$ cat config.mk
export PLATFORM = sky130hd
export DESIGN_NAME = mpeg_sys_demux
export DESIGN_NICKNAME = d
export VERILOG_FILES = /design/src/hdl/mpeg_sys_pkg.sv /design/src/hdl/field_load_if.sv /design/src/hdl/mpeg_sys_demux.sv /design/src/hdl/field_capture.sv /design/src/hdl/pes_header_parser.sv /design/src/hdl/stream_parser.sv /design/src/hdl/serial_byte_framer.sv
export SDC_FILE = /design/constraint.sdc
export NUM_CORES = 1
export LEC_CHECK = 0
export BUFFER_PORTS_ARGS = -buffer_cell sky130_fd_sc_hd__buf_2
export CORE_MARGIN = 8
export CORE_UTILIZATION = 65
export CTS_BUF_LIST = sky130_fd_sc_hd__clkbuf_4
export CTS_CLUSTER_DIAMETER = 80
export DETAILED_ROUTE_END_ITERATION = 12
export PLACE_DENSITY = 0.81
export REMOVE_ABC_BUFFERS = 1
export SYNTH_ARGS = -nofsm -noshare
export SYNTH_HDL_FRONTEND = slang
export SYNTH_HIERARCHICAL = 1
export SYNTH_SLANG_ARGS = --single-unit
$ cat constraint.sdc
create_clock -name clk -period 3.8 [get_ports clk]
set_input_delay 0.38 -clock clk [delete_from_list [all_inputs] [get_ports clk]]
set_output_delay 0.38 -clock clk [all_outputs]
set_load 0.1 [all_outputs]
$ cat src/hdl/mpeg_sys_pkg.sv
// MPEG-1 system demux package with stream types, start codes and parser enums
package mpeg_sys_pkg;

   typedef logic [7:0]  byte_t;
   typedef logic [32:0] scr_t;      // 90 kHz system clock reference
   typedef logic [32:0] pts_t;      // 90 kHz presentation time stamp
   typedef logic [21:0] mux_rate_t; // units of 50 bytes/s
   typedef logic [15:0] pkt_len_t;

   // start code values, the byte after the 00 00 01 prefix
   localparam byte_t PACK_START_CODE    = 8'hBA;
   localparam byte_t SYSTEM_HEADER_CODE = 8'hBB;
   localparam byte_t END_CODE           = 8'hB9;
   localparam byte_t PRIVATE_2_ID       = 8'hBF;
   localparam byte_t MIN_STREAM_ID      = 8'hBC; // lowest packet stream id

   localparam byte_t STUFFING_BYTE = 8'hFF;
   localparam byte_t NO_TS_BYTE    = 8'h0F;      // packet carries no time stamp
   localparam logic [2:0] TS_MARK  = 3'b001;     // 0010 pts only, 0011 pts + dts

   typedef enum logic [2:0] {
      FIELD_SCR,
      FIELD_MUX_RATE,
      FIELD_STREAM_ID,
      FIELD_PTS,
      FIELD_PAYLOAD
   } field_e;

   typedef enum logic [2:0] {
      HUNT,
      PACK_HDR,
      SYS_LEN,
      SYS_SKIP,
      PES_LEN,
      IN_PACKET
   } pack_state_e;

   typedef enum logic [2:0] {
      IDLE,
      STUFF,
      STD_2ND,
      PTS,
      PTS_DTS,
      DTS_SKIP,
      PAYLOAD
   } pes_state_e;

endpackage
$ cat src/hdl/field_load_if.sv
// Field load channel carrying parsed header bytes from a parser to field capture
`timescale 1ns/1ps

interface field_load_if;
   import mpeg_sys_pkg::*;

   byte_t  data;  // header or payload byte
   logic   load;  // one-cycle strobe
   field_e field; // what the byte belongs to
   logic   last;  // final byte of the field

   modport src (
      output data,
      output load,
      output field,
      output last
   );

   modport dst (
      input data,
      input load,
      input field,
      input last
   );
endinterface

$ cat src/hdl/mpeg_sys_demux.sv
// MPEG-1 system stream demux top, from serial bits to pack fields, time stamps and payload
`timescale 1ns/1ps

module mpeg_sys_demux (
   input  logic                    clk,
   input  logic                    arst_n,
   input  logic                    serial_in,
   output mpeg_sys_pkg::scr_t      scr,
   output mpeg_sys_pkg::mux_rate_t mux_rate,
   output logic                    pack_strobe,
   output mpeg_sys_pkg::pts_t      pts,
   output logic                    pts_strobe,
   output mpeg_sys_pkg::byte_t     stream_id,
   output mpeg_sys_pkg::byte_t     payload_byte,
   output logic                    payload_strobe,
   output logic                    stream_end
);
   import mpeg_sys_pkg::*;

   byte_t    byte_data;
   logic     byte_strobe;
   logic     after_prefix;
   logic     pes_start;
   logic     pes_busy;
   byte_t    pkt_stream_id; // id latched at the code byte
   pkt_len_t packet_length;

   field_load_if pack_fields ();
   field_load_if pes_fields ();

   serial_byte_framer u_framer (
      .clk          (clk),
      .arst_n       (arst_n),
      .serial_in    (serial_in),
      .byte_data    (byte_data),
      .byte_strobe  (byte_strobe),
      .after_prefix (after_prefix)
   );

   stream_parser u_stream_parser (
      .clk           (clk),
      .arst_n        (arst_n),
      .byte_data     (byte_data),
      .byte_strobe   (byte_strobe),
      .after_prefix  (after_prefix),
      .pack_fields   (pack_fields.src),
      .pes_start     (pes_start),
      .stream_id     (pkt_stream_id),
      .packet_length (packet_length),
      .pes_busy      (pes_busy),
      .stream_end    (stream_end)
   );

   pes_header_parser u_pes_parser (
      .clk           (clk),
      .arst_n        (arst_n),
      .byte_data     (byte_data),
      .byte_strobe   (byte_strobe),
      .pes_start     (pes_start),
      .stream_id     (pkt_stream_id),
      .packet_length (packet_length),
      .pes_fields    (pes_fields.src),
      .pes_busy      (pes_busy)
   );

   field_capture u_capture (
      .clk            (clk),
      .arst_n         (arst_n),
      .pack_fields    (pack_fields.dst),
      .pes_fields     (pes_fields.dst),
      .scr            (scr),
      .mux_rate       (mux_rate),
      .pack_strobe    (pack_strobe),
      .pts            (pts),
      .pts_strobe     (pts_strobe),
      .stream_id      (stream_id),
      .payload_byte   (payload_byte),
      .payload_strobe (payload_strobe)
   );

endmodule

$ cat src/hdl/field_capture.sv
// Field capture block that builds output fields from parsed header bytes and drives the strobes
`timescale 1ns/1ps

module field_capture (
   input  logic                    clk,
   input  logic                    arst_n,
   field_load_if.dst               pack_fields,
   field_load_if.dst               pes_fields,
   output mpeg_sys_pkg::scr_t      scr,
   output mpeg_sys_pkg::mux_rate_t mux_rate,
   output logic                    pack_strobe,
   output mpeg_sys_pkg::pts_t      pts,
   output logic                    pts_strobe,
   output mpeg_sys_pkg::byte_t     stream_id,
   output mpeg_sys_pkg::byte_t     payload_byte,
   output logic                    payload_strobe
);
   import mpeg_sys_pkg::*;

   scr_t       scr_sh;
   scr_t       scr_nxt;
   pts_t       pts_sh;
   pts_t       pts_nxt;
   mux_rate_t  mux_sh;
   mux_rate_t  mux_nxt;
   logic [2:0] scr_idx;
   logic [2:0] pts_idx;
   logic [1:0] mux_idx;

   // 5-byte time stamp layout with marker bits dropped
   function automatic logic [32:0] place_ts(logic [32:0] cur, logic [2:0] idx, byte_t b);
      logic [32:0] ts;
      ts = cur;
      case (idx)
         3'd0:    ts[32:30] = b[3:1];
         3'd1:    ts[29:22] = b;
         3'd2:    ts[21:15] = b[7:1];
         3'd3:    ts[14:7]  = b;
         default: ts[6:0]   = b[7:1];
      endcase
      return ts;
   endfunction

   always_comb
   begin
      scr_nxt = place_ts(scr_sh, scr_idx, pack_fields.data);
      pts_nxt = place_ts(pts_sh, pts_idx, pes_fields.data);
      mux_nxt = mux_sh;
      case (mux_idx)
         2'd0:    mux_nxt[21:15] = pack_fields.data[6:0];
         2'd1:    mux_nxt[14:7]  = pack_fields.data;
         default: mux_nxt[6:0]   = pack_fields.data[7:1];
      endcase
   end

   always_ff @(posedge clk or negedge arst_n)
   begin
      if (!arst_n)
      begin
         scr_sh         <= '0;
         pts_sh         <= '0;
         mux_sh         <= '0;
         scr_idx        <= '0;
         pts_idx        <= '0;
         mux_idx        <= '0;
         scr            <= '0;
         mux_rate       <= '0;
         pts            <= '0;
         stream_id      <= '0;
         payload_byte   <= '0;
         pack_strobe    <= 1'b0;
         pts_strobe     <= 1'b0;
         payload_strobe <= 1'b0;
      end
      else
      begin
         pack_strobe    <= 1'b0;
         pts_strobe     <= 1'b0;
         payload_strobe <= 1'b0;
         if (pack_fields.load && (pack_fields.field == FIELD_SCR))
         begin
            scr_sh  <= scr_nxt;
            scr_idx <= pack_fields.last ? 3'd0 : scr_idx + 3'd1;
         end
         if (pack_fields.load && (pack_fields.field == FIELD_MUX_RATE))
         begin
            mux_sh  <= mux_nxt;
            mux_idx <= pack_fields.last ? 2'd0 : mux_idx + 2'd1;
            if (pack_fields.last)
            begin
               scr         <= scr_sh; // scr finished three bytes ago
               mux_rate    <= mux_nxt;
               pack_strobe <= 1'b1;
            end
         end
         if (pes_fields.load)
         begin
            case (pes_fields.field)
               FIELD_STREAM_ID:
                  stream_id <= pes_fields.data;
               FIELD_PTS:
               begin
                  pts_sh  <= pts_nxt;
                  pts_idx <= pes_fields.last ? 3'd0 : pts_idx + 3'd1;
                  if (pes_fields.last)
                  begin
                     pts        <= pts_nxt;
                     pts_strobe <= 1'b1;
                  end
               end
               FIELD_PAYLOAD:
               begin
                  payload_byte   <= pes_fields.data;
                  payload_strobe <= 1'b1;
               end
               default: ;
            endcase
         end
      end
   end

endmodule

$ cat src/hdl/pes_header_parser.sv
// Packet layer parser for stuffing, STD field, time stamps and payload delivery
`timescale 1ns/1ps

module pes_header_parser (
   input  logic                   clk,
   input  logic                   arst_n,
   input  mpeg_sys_pkg::byte_t    byte_data,
   input  logic                   byte_strobe,
   input  logic                   pes_start,
   input  mpeg_sys_pkg::byte_t    stream_id,
   input  mpeg_sys_pkg::pkt_len_t packet_length,
   field_load_if.src              pes_fields,
   output logic                   pes_busy
);
   import mpeg_sys_pkg::*;

   pes_state_e state;
   pkt_len_t   rem;    // bytes left in the packet
   logic [2:0] ts_cnt; // byte index within a time stamp

   always_ff @(posedge clk or negedge arst_n)
   begin
      if (!arst_n)
      begin
         state            <= IDLE;
         rem              <= '0;
         ts_cnt           <= '0;
         pes_fields.load  <= 1'b0;
         pes_fields.data  <= '0;
         pes_fields.field <= FIELD_PAYLOAD;
         pes_fields.last  <= 1'b0;
      end
      else
      begin
         pes_fields.load <= 1'b0;
         if (state == IDLE)
         begin
            if (pes_start)
            begin
               rem              <= packet_length;
               ts_cnt           <= '0;
               pes_fields.load  <= 1'b1;
               pes_fields.data  <= stream_id;
               pes_fields.field <= FIELD_STREAM_ID;
               pes_fields.last  <= 1'b1;
               if (packet_length != '0)
                  state <= (stream_id == PRIVATE_2_ID) ? PAYLOAD : STUFF; // no header in stream 2
            end
         end
         else if (byte_strobe)
         begin
            rem <= rem - 16'd1;
            case (state)
               STUFF:
               begin
                  if (byte_data != STUFFING_BYTE)
                  begin
                     if (byte_data[7:6] == 2'b01)
                        state <= STD_2ND; // buffer scale and size, skipped
                     else if (byte_data[7:5] == TS_MARK)
                     begin
                        // marker byte also holds pts bits 32:30
                        pes_fields.load  <= 1'b1;
                        pes_fields.data  <= byte_data;
                        pes_fields.field <= FIELD_PTS;
                        pes_fields.last  <= 1'b0;
                        ts_cnt           <= 3'd1;
                        state            <= byte_data[4] ? PTS_DTS : PTS;
                     end
                     else if (byte_data == NO_TS_BYTE)
                        state <= PAYLOAD;
                  end
               end
               STD_2ND:
                  state <= STUFF; // next byte is the time stamp marker
               PTS, PTS_DTS:
               begin
                  pes_fields.load  <= 1'b1;
                  pes_fields.data  <= byte_data;
                  pes_fields.field <= FIELD_PTS;
                  pes_fields.last  <= (ts_cnt == 3'd4);
                  ts_cnt           <= ts_cnt + 3'd1;
                  if (ts_cnt == 3'd4)
                  begin
                     ts_cnt <= '0;
                     state  <= (state == PTS) ? PAYLOAD : DTS_SKIP;
                  end
               end
               DTS_SKIP:
               begin
                  ts_cnt <= ts_cnt + 3'd1;
                  if (ts_cnt == 3'd4)
                  begin
                     ts_cnt <= '0;
                     state  <= PAYLOAD;
                  end
               end
               PAYLOAD:
               begin
                  pes_fields.load  <= 1'b1;
                  pes_fields.data  <= byte_data;
                  pes_fields.field <= FIELD_PAYLOAD;
                  pes_fields.last  <= 1'b1; // every payload byte stands alone
               end
               default:
                  state <= IDLE;
            endcase
            if (rem == 16'd1)
               state <= IDLE; // last byte of the packet
         end
      end
   end

   assign pes_busy = (state != IDLE);

endmodule

$ cat src/hdl/stream_parser.sv
// Pack layer parser for start code dispatch, pack header, system header skip and end code
`timescale 1ns/1ps

module stream_parser (
   input  logic                   clk,
   input  logic                   arst_n,
   input  mpeg_sys_pkg::byte_t    byte_data,
   input  logic                   byte_strobe,
   input  logic                   after_prefix,
   field_load_if.src              pack_fields,
   output logic                   pes_start,
   output mpeg_sys_pkg::byte_t    stream_id,
   output mpeg_sys_pkg::pkt_len_t packet_length,
   input  logic                   pes_busy,
   output logic                   stream_end
);
   import mpeg_sys_pkg::*;

   pack_state_e state;
   logic [2:0]  cnt; // byte index within header or length field

   always_ff @(posedge clk or negedge arst_n)
   begin
      if (!arst_n)
      begin
         state             <= HUNT;
         cnt               <= '0;
         packet_length     <= '0;
         stream_id         <= '0;
         pes_start         <= 1'b0;
         stream_end        <= 1'b0;
         pack_fields.load  <= 1'b0;
         pack_fields.data  <= '0;
         pack_fields.field <= FIELD_SCR;
         pack_fields.last  <= 1'b0;
      end
      else
      begin
         pes_start        <= 1'b0;
         pack_fields.load <= 1'b0;
         case (state)
            HUNT:
            begin
               // only code bytes are looked at here, payload never reaches this state
               if (byte_strobe && after_prefix)
               begin
                  cnt <= '0;
                  if (byte_data == PACK_START_CODE)
                     state <= PACK_HDR;
                  else if (byte_data == SYSTEM_HEADER_CODE)
                     state <= SYS_LEN;
                  else if (byte_data == END_CODE)
                     stream_end <= 1'b1; // sticky until reset
                  else if (byte_data >= MIN_STREAM_ID)
                  begin
                     stream_id <= byte_data;
                     state     <= PES_LEN;
                  end
               end
            end
            PACK_HDR:
            begin
               if (byte_strobe)
               begin
                  pack_fields.load  <= 1'b1;
                  pack_fields.data  <= byte_data;
                  pack_fields.field <= (cnt < 3'd5) ? FIELD_SCR : FIELD_MUX_RATE;
                  pack_fields.last  <= (cnt == 3'd4) || (cnt == 3'd7); // scr 5, mux 3
                  cnt               <= cnt + 3'd1;
                  if (cnt == 3'd7)
                     state <= HUNT;
               end
            end
            SYS_LEN, PES_LEN:
            begin
               if (byte_strobe)
               begin
                  if (cnt == 3'd0)
                  begin
                     packet_length[15:8] <= byte_data; // length is big endian
                     cnt                 <= 3'd1;
                  end
                  else
                  begin
                     packet_length[7:0] <= byte_data;
                     if (state == PES_LEN)
                     begin
                        pes_start <= 1'b1;
                        state     <= IN_PACKET;
                     end
                     else if ({packet_length[15:8], byte_data} == '0)
                        state <= HUNT;
                     else
                        state <= SYS_SKIP;
                  end
               end
            end
            SYS_SKIP:
            begin
               if (byte_strobe)
               begin
                  packet_length <= packet_length - 16'd1; // counts down remaining header
                  if (packet_length == 16'd1)
                     state <= HUNT;
               end
            end
            IN_PACKET:
            begin
               // busy rises one cycle after pes_start
               if (!pes_busy && !pes_start)
                  state <= HUNT;
            end
            default:
               state <= HUNT;
         endcase
      end
   end

endmodule

$ cat src/hdl/serial_byte_framer.sv
// Serial byte framer, packs MSB-first bits into bytes and flags bytes after 00 00 01
`timescale 1ns/1ps

module serial_byte_framer (
   input  logic                clk,
   input  logic                arst_n,
   input  logic                serial_in,
   output mpeg_sys_pkg::byte_t byte_data,
   output logic                byte_strobe,
   output logic                after_prefix
);
   import mpeg_sys_pkg::*;

   logic       bit_q;    // input register
   logic       bit_vld;  // bit_q holds a real bit
   logic [2:0] bit_cnt;
   byte_t      shift_q;
   byte_t      prev1;    // last completed byte
   byte_t      prev2;    // the one before it
   logic       zero3;    // byte before prev2 was 00

   always_ff @(posedge clk or negedge arst_n)
   begin
      if (!arst_n)
      begin
         bit_q        <= 1'b0;
         bit_vld      <= 1'b0;
         bit_cnt      <= '0;
         shift_q      <= '0;
         prev1        <= 8'hFF;
         prev2        <= 8'hFF;
         zero3        <= 1'b0;
         byte_strobe  <= 1'b0;
         after_prefix <= 1'b0;
      end
      else
      begin
         bit_q       <= serial_in;
         bit_vld     <= 1'b1;
         byte_strobe <= 1'b0;
         if (bit_vld)
         begin
            shift_q <= {shift_q[6:0], bit_q}; // msb arrives first
            bit_cnt <= bit_cnt + 3'd1;
            if (bit_cnt == 3'd7)
            begin
               byte_strobe  <= 1'b1;
               after_prefix <= zero3 && (prev2 == 8'h00) && (prev1 == 8'h01);
               zero3        <= (prev2 == 8'h00);
               prev2        <= prev1;
               prev1        <= {shift_q[6:0], bit_q};
            end
         end
      end
   end

   assign byte_data = shift_q; // complete while byte_strobe is high

endmodule

==> run_results.csv <==
group,metric,value,unit
placed_design,port_buffers,110,
sta,fin_crit_sh,76.1,%
routing,ant_nets,0,
cells_and_area,seq_area,7850,um2
cells_and_area,final_nets,1363,
placed_design,hpwlAfterDp,19.7,mm
setup_path,path_cells,"nor3_2, buf_4, inv_2, nor2_1, a2111oi_0, or4_1, a311o_1, mux2_4",
global_route,grt_pass1_wl,51.4,mm
cells_and_area,drive_gt1_share,34.9,%
synthesis,yosysWarnings,6,
die,start_util,65.8,%
cts,cts_made_buffers,81,
synthesis,ys_top_cells_by_count,"dfrtp_1 (296), mux2_2 (159), a21oi_1 (141), nand2_1 (66), mux2i_1 (50)",
cts,cts_setup_buffers,0,
synthesis,synth-adder-area-share,2.01,%
routing,drtPass1Iterations,5,
power_and_ir_drop,power_switching,1.72,mW
routing,drtIter0Drc,967,
synthesis,synth_xor_area_share,0.184,%
die,core_area,21800,um2
cells_and_area,final_util,73.8,%
power_and_ir_drop,power.share.switching,24.7,%
sta,slew_viol_final,0,
run,timing.max_cap.violations,0,
routing,vias_per_cell,6.00,
setup_path,required,4350,ps
global_route,grt_max_degree,105,
sta,worst_pin_slew,799,ps
setup_path,cp-end-kind,"flop",
routing,vias,10021,
synthesis,ys_ff_latch,313,
status,outcome,"complete, no violations",
synthesis,synth_top_area_share,51.7,%
synthesis,synthDistinctLibCells,84,
placed_design,dpl_worst_slack,911,ps
synthesis,synth_flop_cell,"dfrtp_1",
power_and_ir_drop,p_seq_share,53.4,%
power_and_ir_drop,ir_drop,0.000387,V
synthesis,avgSynthCellArea,11.9,um2
setup_path,path_max_fanout,29,
setup_path,slowest_delay,570,ps
synthesis,ys_seq_area_share,54.9,%
synthesis,synthArstFlopShare,100,%
cts,cts-htree-levels,3,
synthesis,synth_top_cell_by_area,"dfrtp_1",
cts,cts_resized,0,
sta,fmax,346,MHz
sta,rsz0062_at_grt,"no",
cts,cts.clk_slew.worst_paths,70,ps
worst_hold_path,worstHoldPathType,"in -> async",
power_and_ir_drop,leakagePower,8.09,nW
die,ios,111,
synthesis,synth_top_family_by_area,"multiplexers",
placed_design,globalplace.congestion,0.866,
synthesis,synth_edf_count,0,
setup_path,worstPathArrival,3450,ps
synthesis,synthSimpleGateAreaFrac,9.53,%
routing,drc_errors,0,
global_route,antenna_found_initial,1,
sta,skew,80.2,ps
global_route,grt_pass1_vias,10188,
synthesis,synth.most_common_cell,"dfrtp_1",
synthesis,synth_cells,1199,
global_route,grt_usage,23.4,%
cts,clock_latency,700,ps
cells_and_area,syn2layout_area_growth,12.1,%
routing,routed_wl,31.2,mm
cts,cts_root_buffer,"clkbuf_4",
synthesis,synth_area_leaders,"dfrtp_1 (52%), mux2_2 (13%), a21oi_1 (4.9%)",
setup_path,startpoint_type,"flop",
power_and_ir_drop,clkPwrFrac,39.7,%
routing,wl_per_cell,18.7,um
power_and_ir_drop,power_density,435,nW/um2
setup_path,worst-setup-path-type,"reg -> reg",
die,die_area,27000,um2
setup_path,slowest_stage,"dfrtp_1",
power_and_ir_drop,combPwrFrac,6.9,%
die,dieWidth,164,um
sta,setup_violations,0,
cts,clock_path_buffers,3,
synthesis,netlist_area,14300,um2
sta,fin_ws,906,ps
cells_and_area,nFillCells,1498,
cts,cts.sinks,313,
sta,report.final.hold_viol_count,0,
die,rows,54,
cts,cts_tree,"done",
power_and_ir_drop,power.internal,5.26,mW
sta,period_minus_slack,2890,ps
cts,ctsHoldBuffers,2,
synthesis,synth-compound-area-share,11.9,%
global_route,gr-total-overflow,0,
die,die_height,164,um
sta,slew_headroom,46.6,%
synthesis,muxShareOfSynthArea,18.3,%
cells_and_area,multiInputGateArea,6020,um2
-- worst max-delay path, delay by kind of cell (launching register included) --
family / cells / cell delay (ps)
AND/OR/NAND/NOR: 3 / 870
buffers and inverters: 2 / 610
flip-flops: 1 / 570
AO/OA/AOI/OAI: 2 / 450
multiplexers: 1 / 310
-- flip-flops by register name (all words and copies together), names as in the netlist, 16 cells and up --
signal	cells
u_capture/mux_sh	22
u_capture/scr_sh	33
u_stream_parser/packet_length	16
u_capture/mux_rate	22
u_capture/pts_sh	33
u_capture/scr	33
u_capture/pts	33
u_pes_parser/rem	16
-- through the flow --
| stage | setup TNS, ps | total power, mW | hold WS [ps] | area [um2] | instances |
|---|---|---|---|---|---|
| final | 0 | 6.99 | 346 | 16000 | 1670 |
| after global routing | 0 | 7.33 | 327 | 16000 | 1670 |
| after CTS | 0 | 7.08 | 313 | 16000 | 1669 |
| after detailed placement | 0 | 4.27 | 461 | 15000 | 1532 |
| after global placement | 0 | 4.25 | 462 | 15000 | 1532 |
| after floorplan | -382 | 4.05 | 84.4 | 14000 | 1125 |
-- final cells by class --
class	count	area share (%)
inverters	27	0.632
clock buffers	118	5.52
flip-flops and latches	313	48.9
repair buffers	129	4.57
diodes	1	0.0156
multi-input cells	785	37.5
clock inverters	17	0.639
well taps	280	2.18
-- kinds of logic (layout without fill, tap and decap cells) --
group / Yosys count / count (layout)
xor+xnor: 3 / 3
simple gates: 242 / 242
compound gates: 283 / 283
mux: 231 / 231
flops: 313 / 313
fa+ha+maj: 23 / 23
buf+inv: 102 / 291
other cells: 2 / 4
-- worst paths after layout --
kind / start / endpoint / slack, ps / depth (start not counted)
setup reg to reg: u_pes_parser/state[1]$_DFFE_PN0P_ / u_stream_parser/state[1]$_DFFE_PN0P_ / 910 / 8
min in group clk: serial_in / u_framer/bit_q$_DFF_PN0_ / 380 / 2
setup / recovery: u_pes_parser/state[1]$_DFFE_PN0P_ / u_stream_parser/state[1]$_DFFE_PN0P_ / 910 / 8
max in group asynchronous: arst_n / u_capture/scr[18]$_DFFE_PN0P_ / 2480 / 3
hold / removal: arst_n / u_framer/bit_cnt[1]$_DFFE_PN0P_ / 350 / 2
hold reg to reg: u_framer/bit_cnt[0]$_DFFE_PN0P_ / u_framer/bit_cnt[0]$_DFFE_PN0P_ / 470 / 1
-- routing by layer --
layer / global-route usage (%) / share of wire [%] / wire [um]
met1: 30.6 / 43 / 13400
met4: 7.82 / 1.3 / 419
met3: 4.76 / 6.0 / 1860
met2: 38.6 / 50 / 15500
met5: 0 / 0 / 0
-- power groups by stage --
stage	combinational (mW)	sequential [mW]	clock, mW
after floorplan	0.342	3.71	0
after CTS	0.488	3.73	2.86
after detailed placement	0.483	3.79	0
after global routing	0.532	3.75	3.05
final	0.483	3.73	2.77
after global placement	0.465	3.78	0
-- layout by cell type, fill, tap and decap left out, drive strengths merged, types with 12 or more instances in the layout --
cell | synthesis | routed
dfrtp | 296 | 296
mux2 | 181 | 181
a21oi | 142 | 142
buf | 38 | 127
clkbuf | 37 | 118
nand2 | 68 | 68
mux2i | 50 | 50
nor2 | 48 | 48
o21ai | 46 | 46
inv | 26 | 27
ha | 23 | 23
a31oi | 21 | 21
nor3 | 20 | 20
dfstp | 17 | 17
nand3 | 17 | 17
clkinv | 1 | 15
nor4 | 12 | 12
Note: power is estimated with default switching activity, not from simulation.
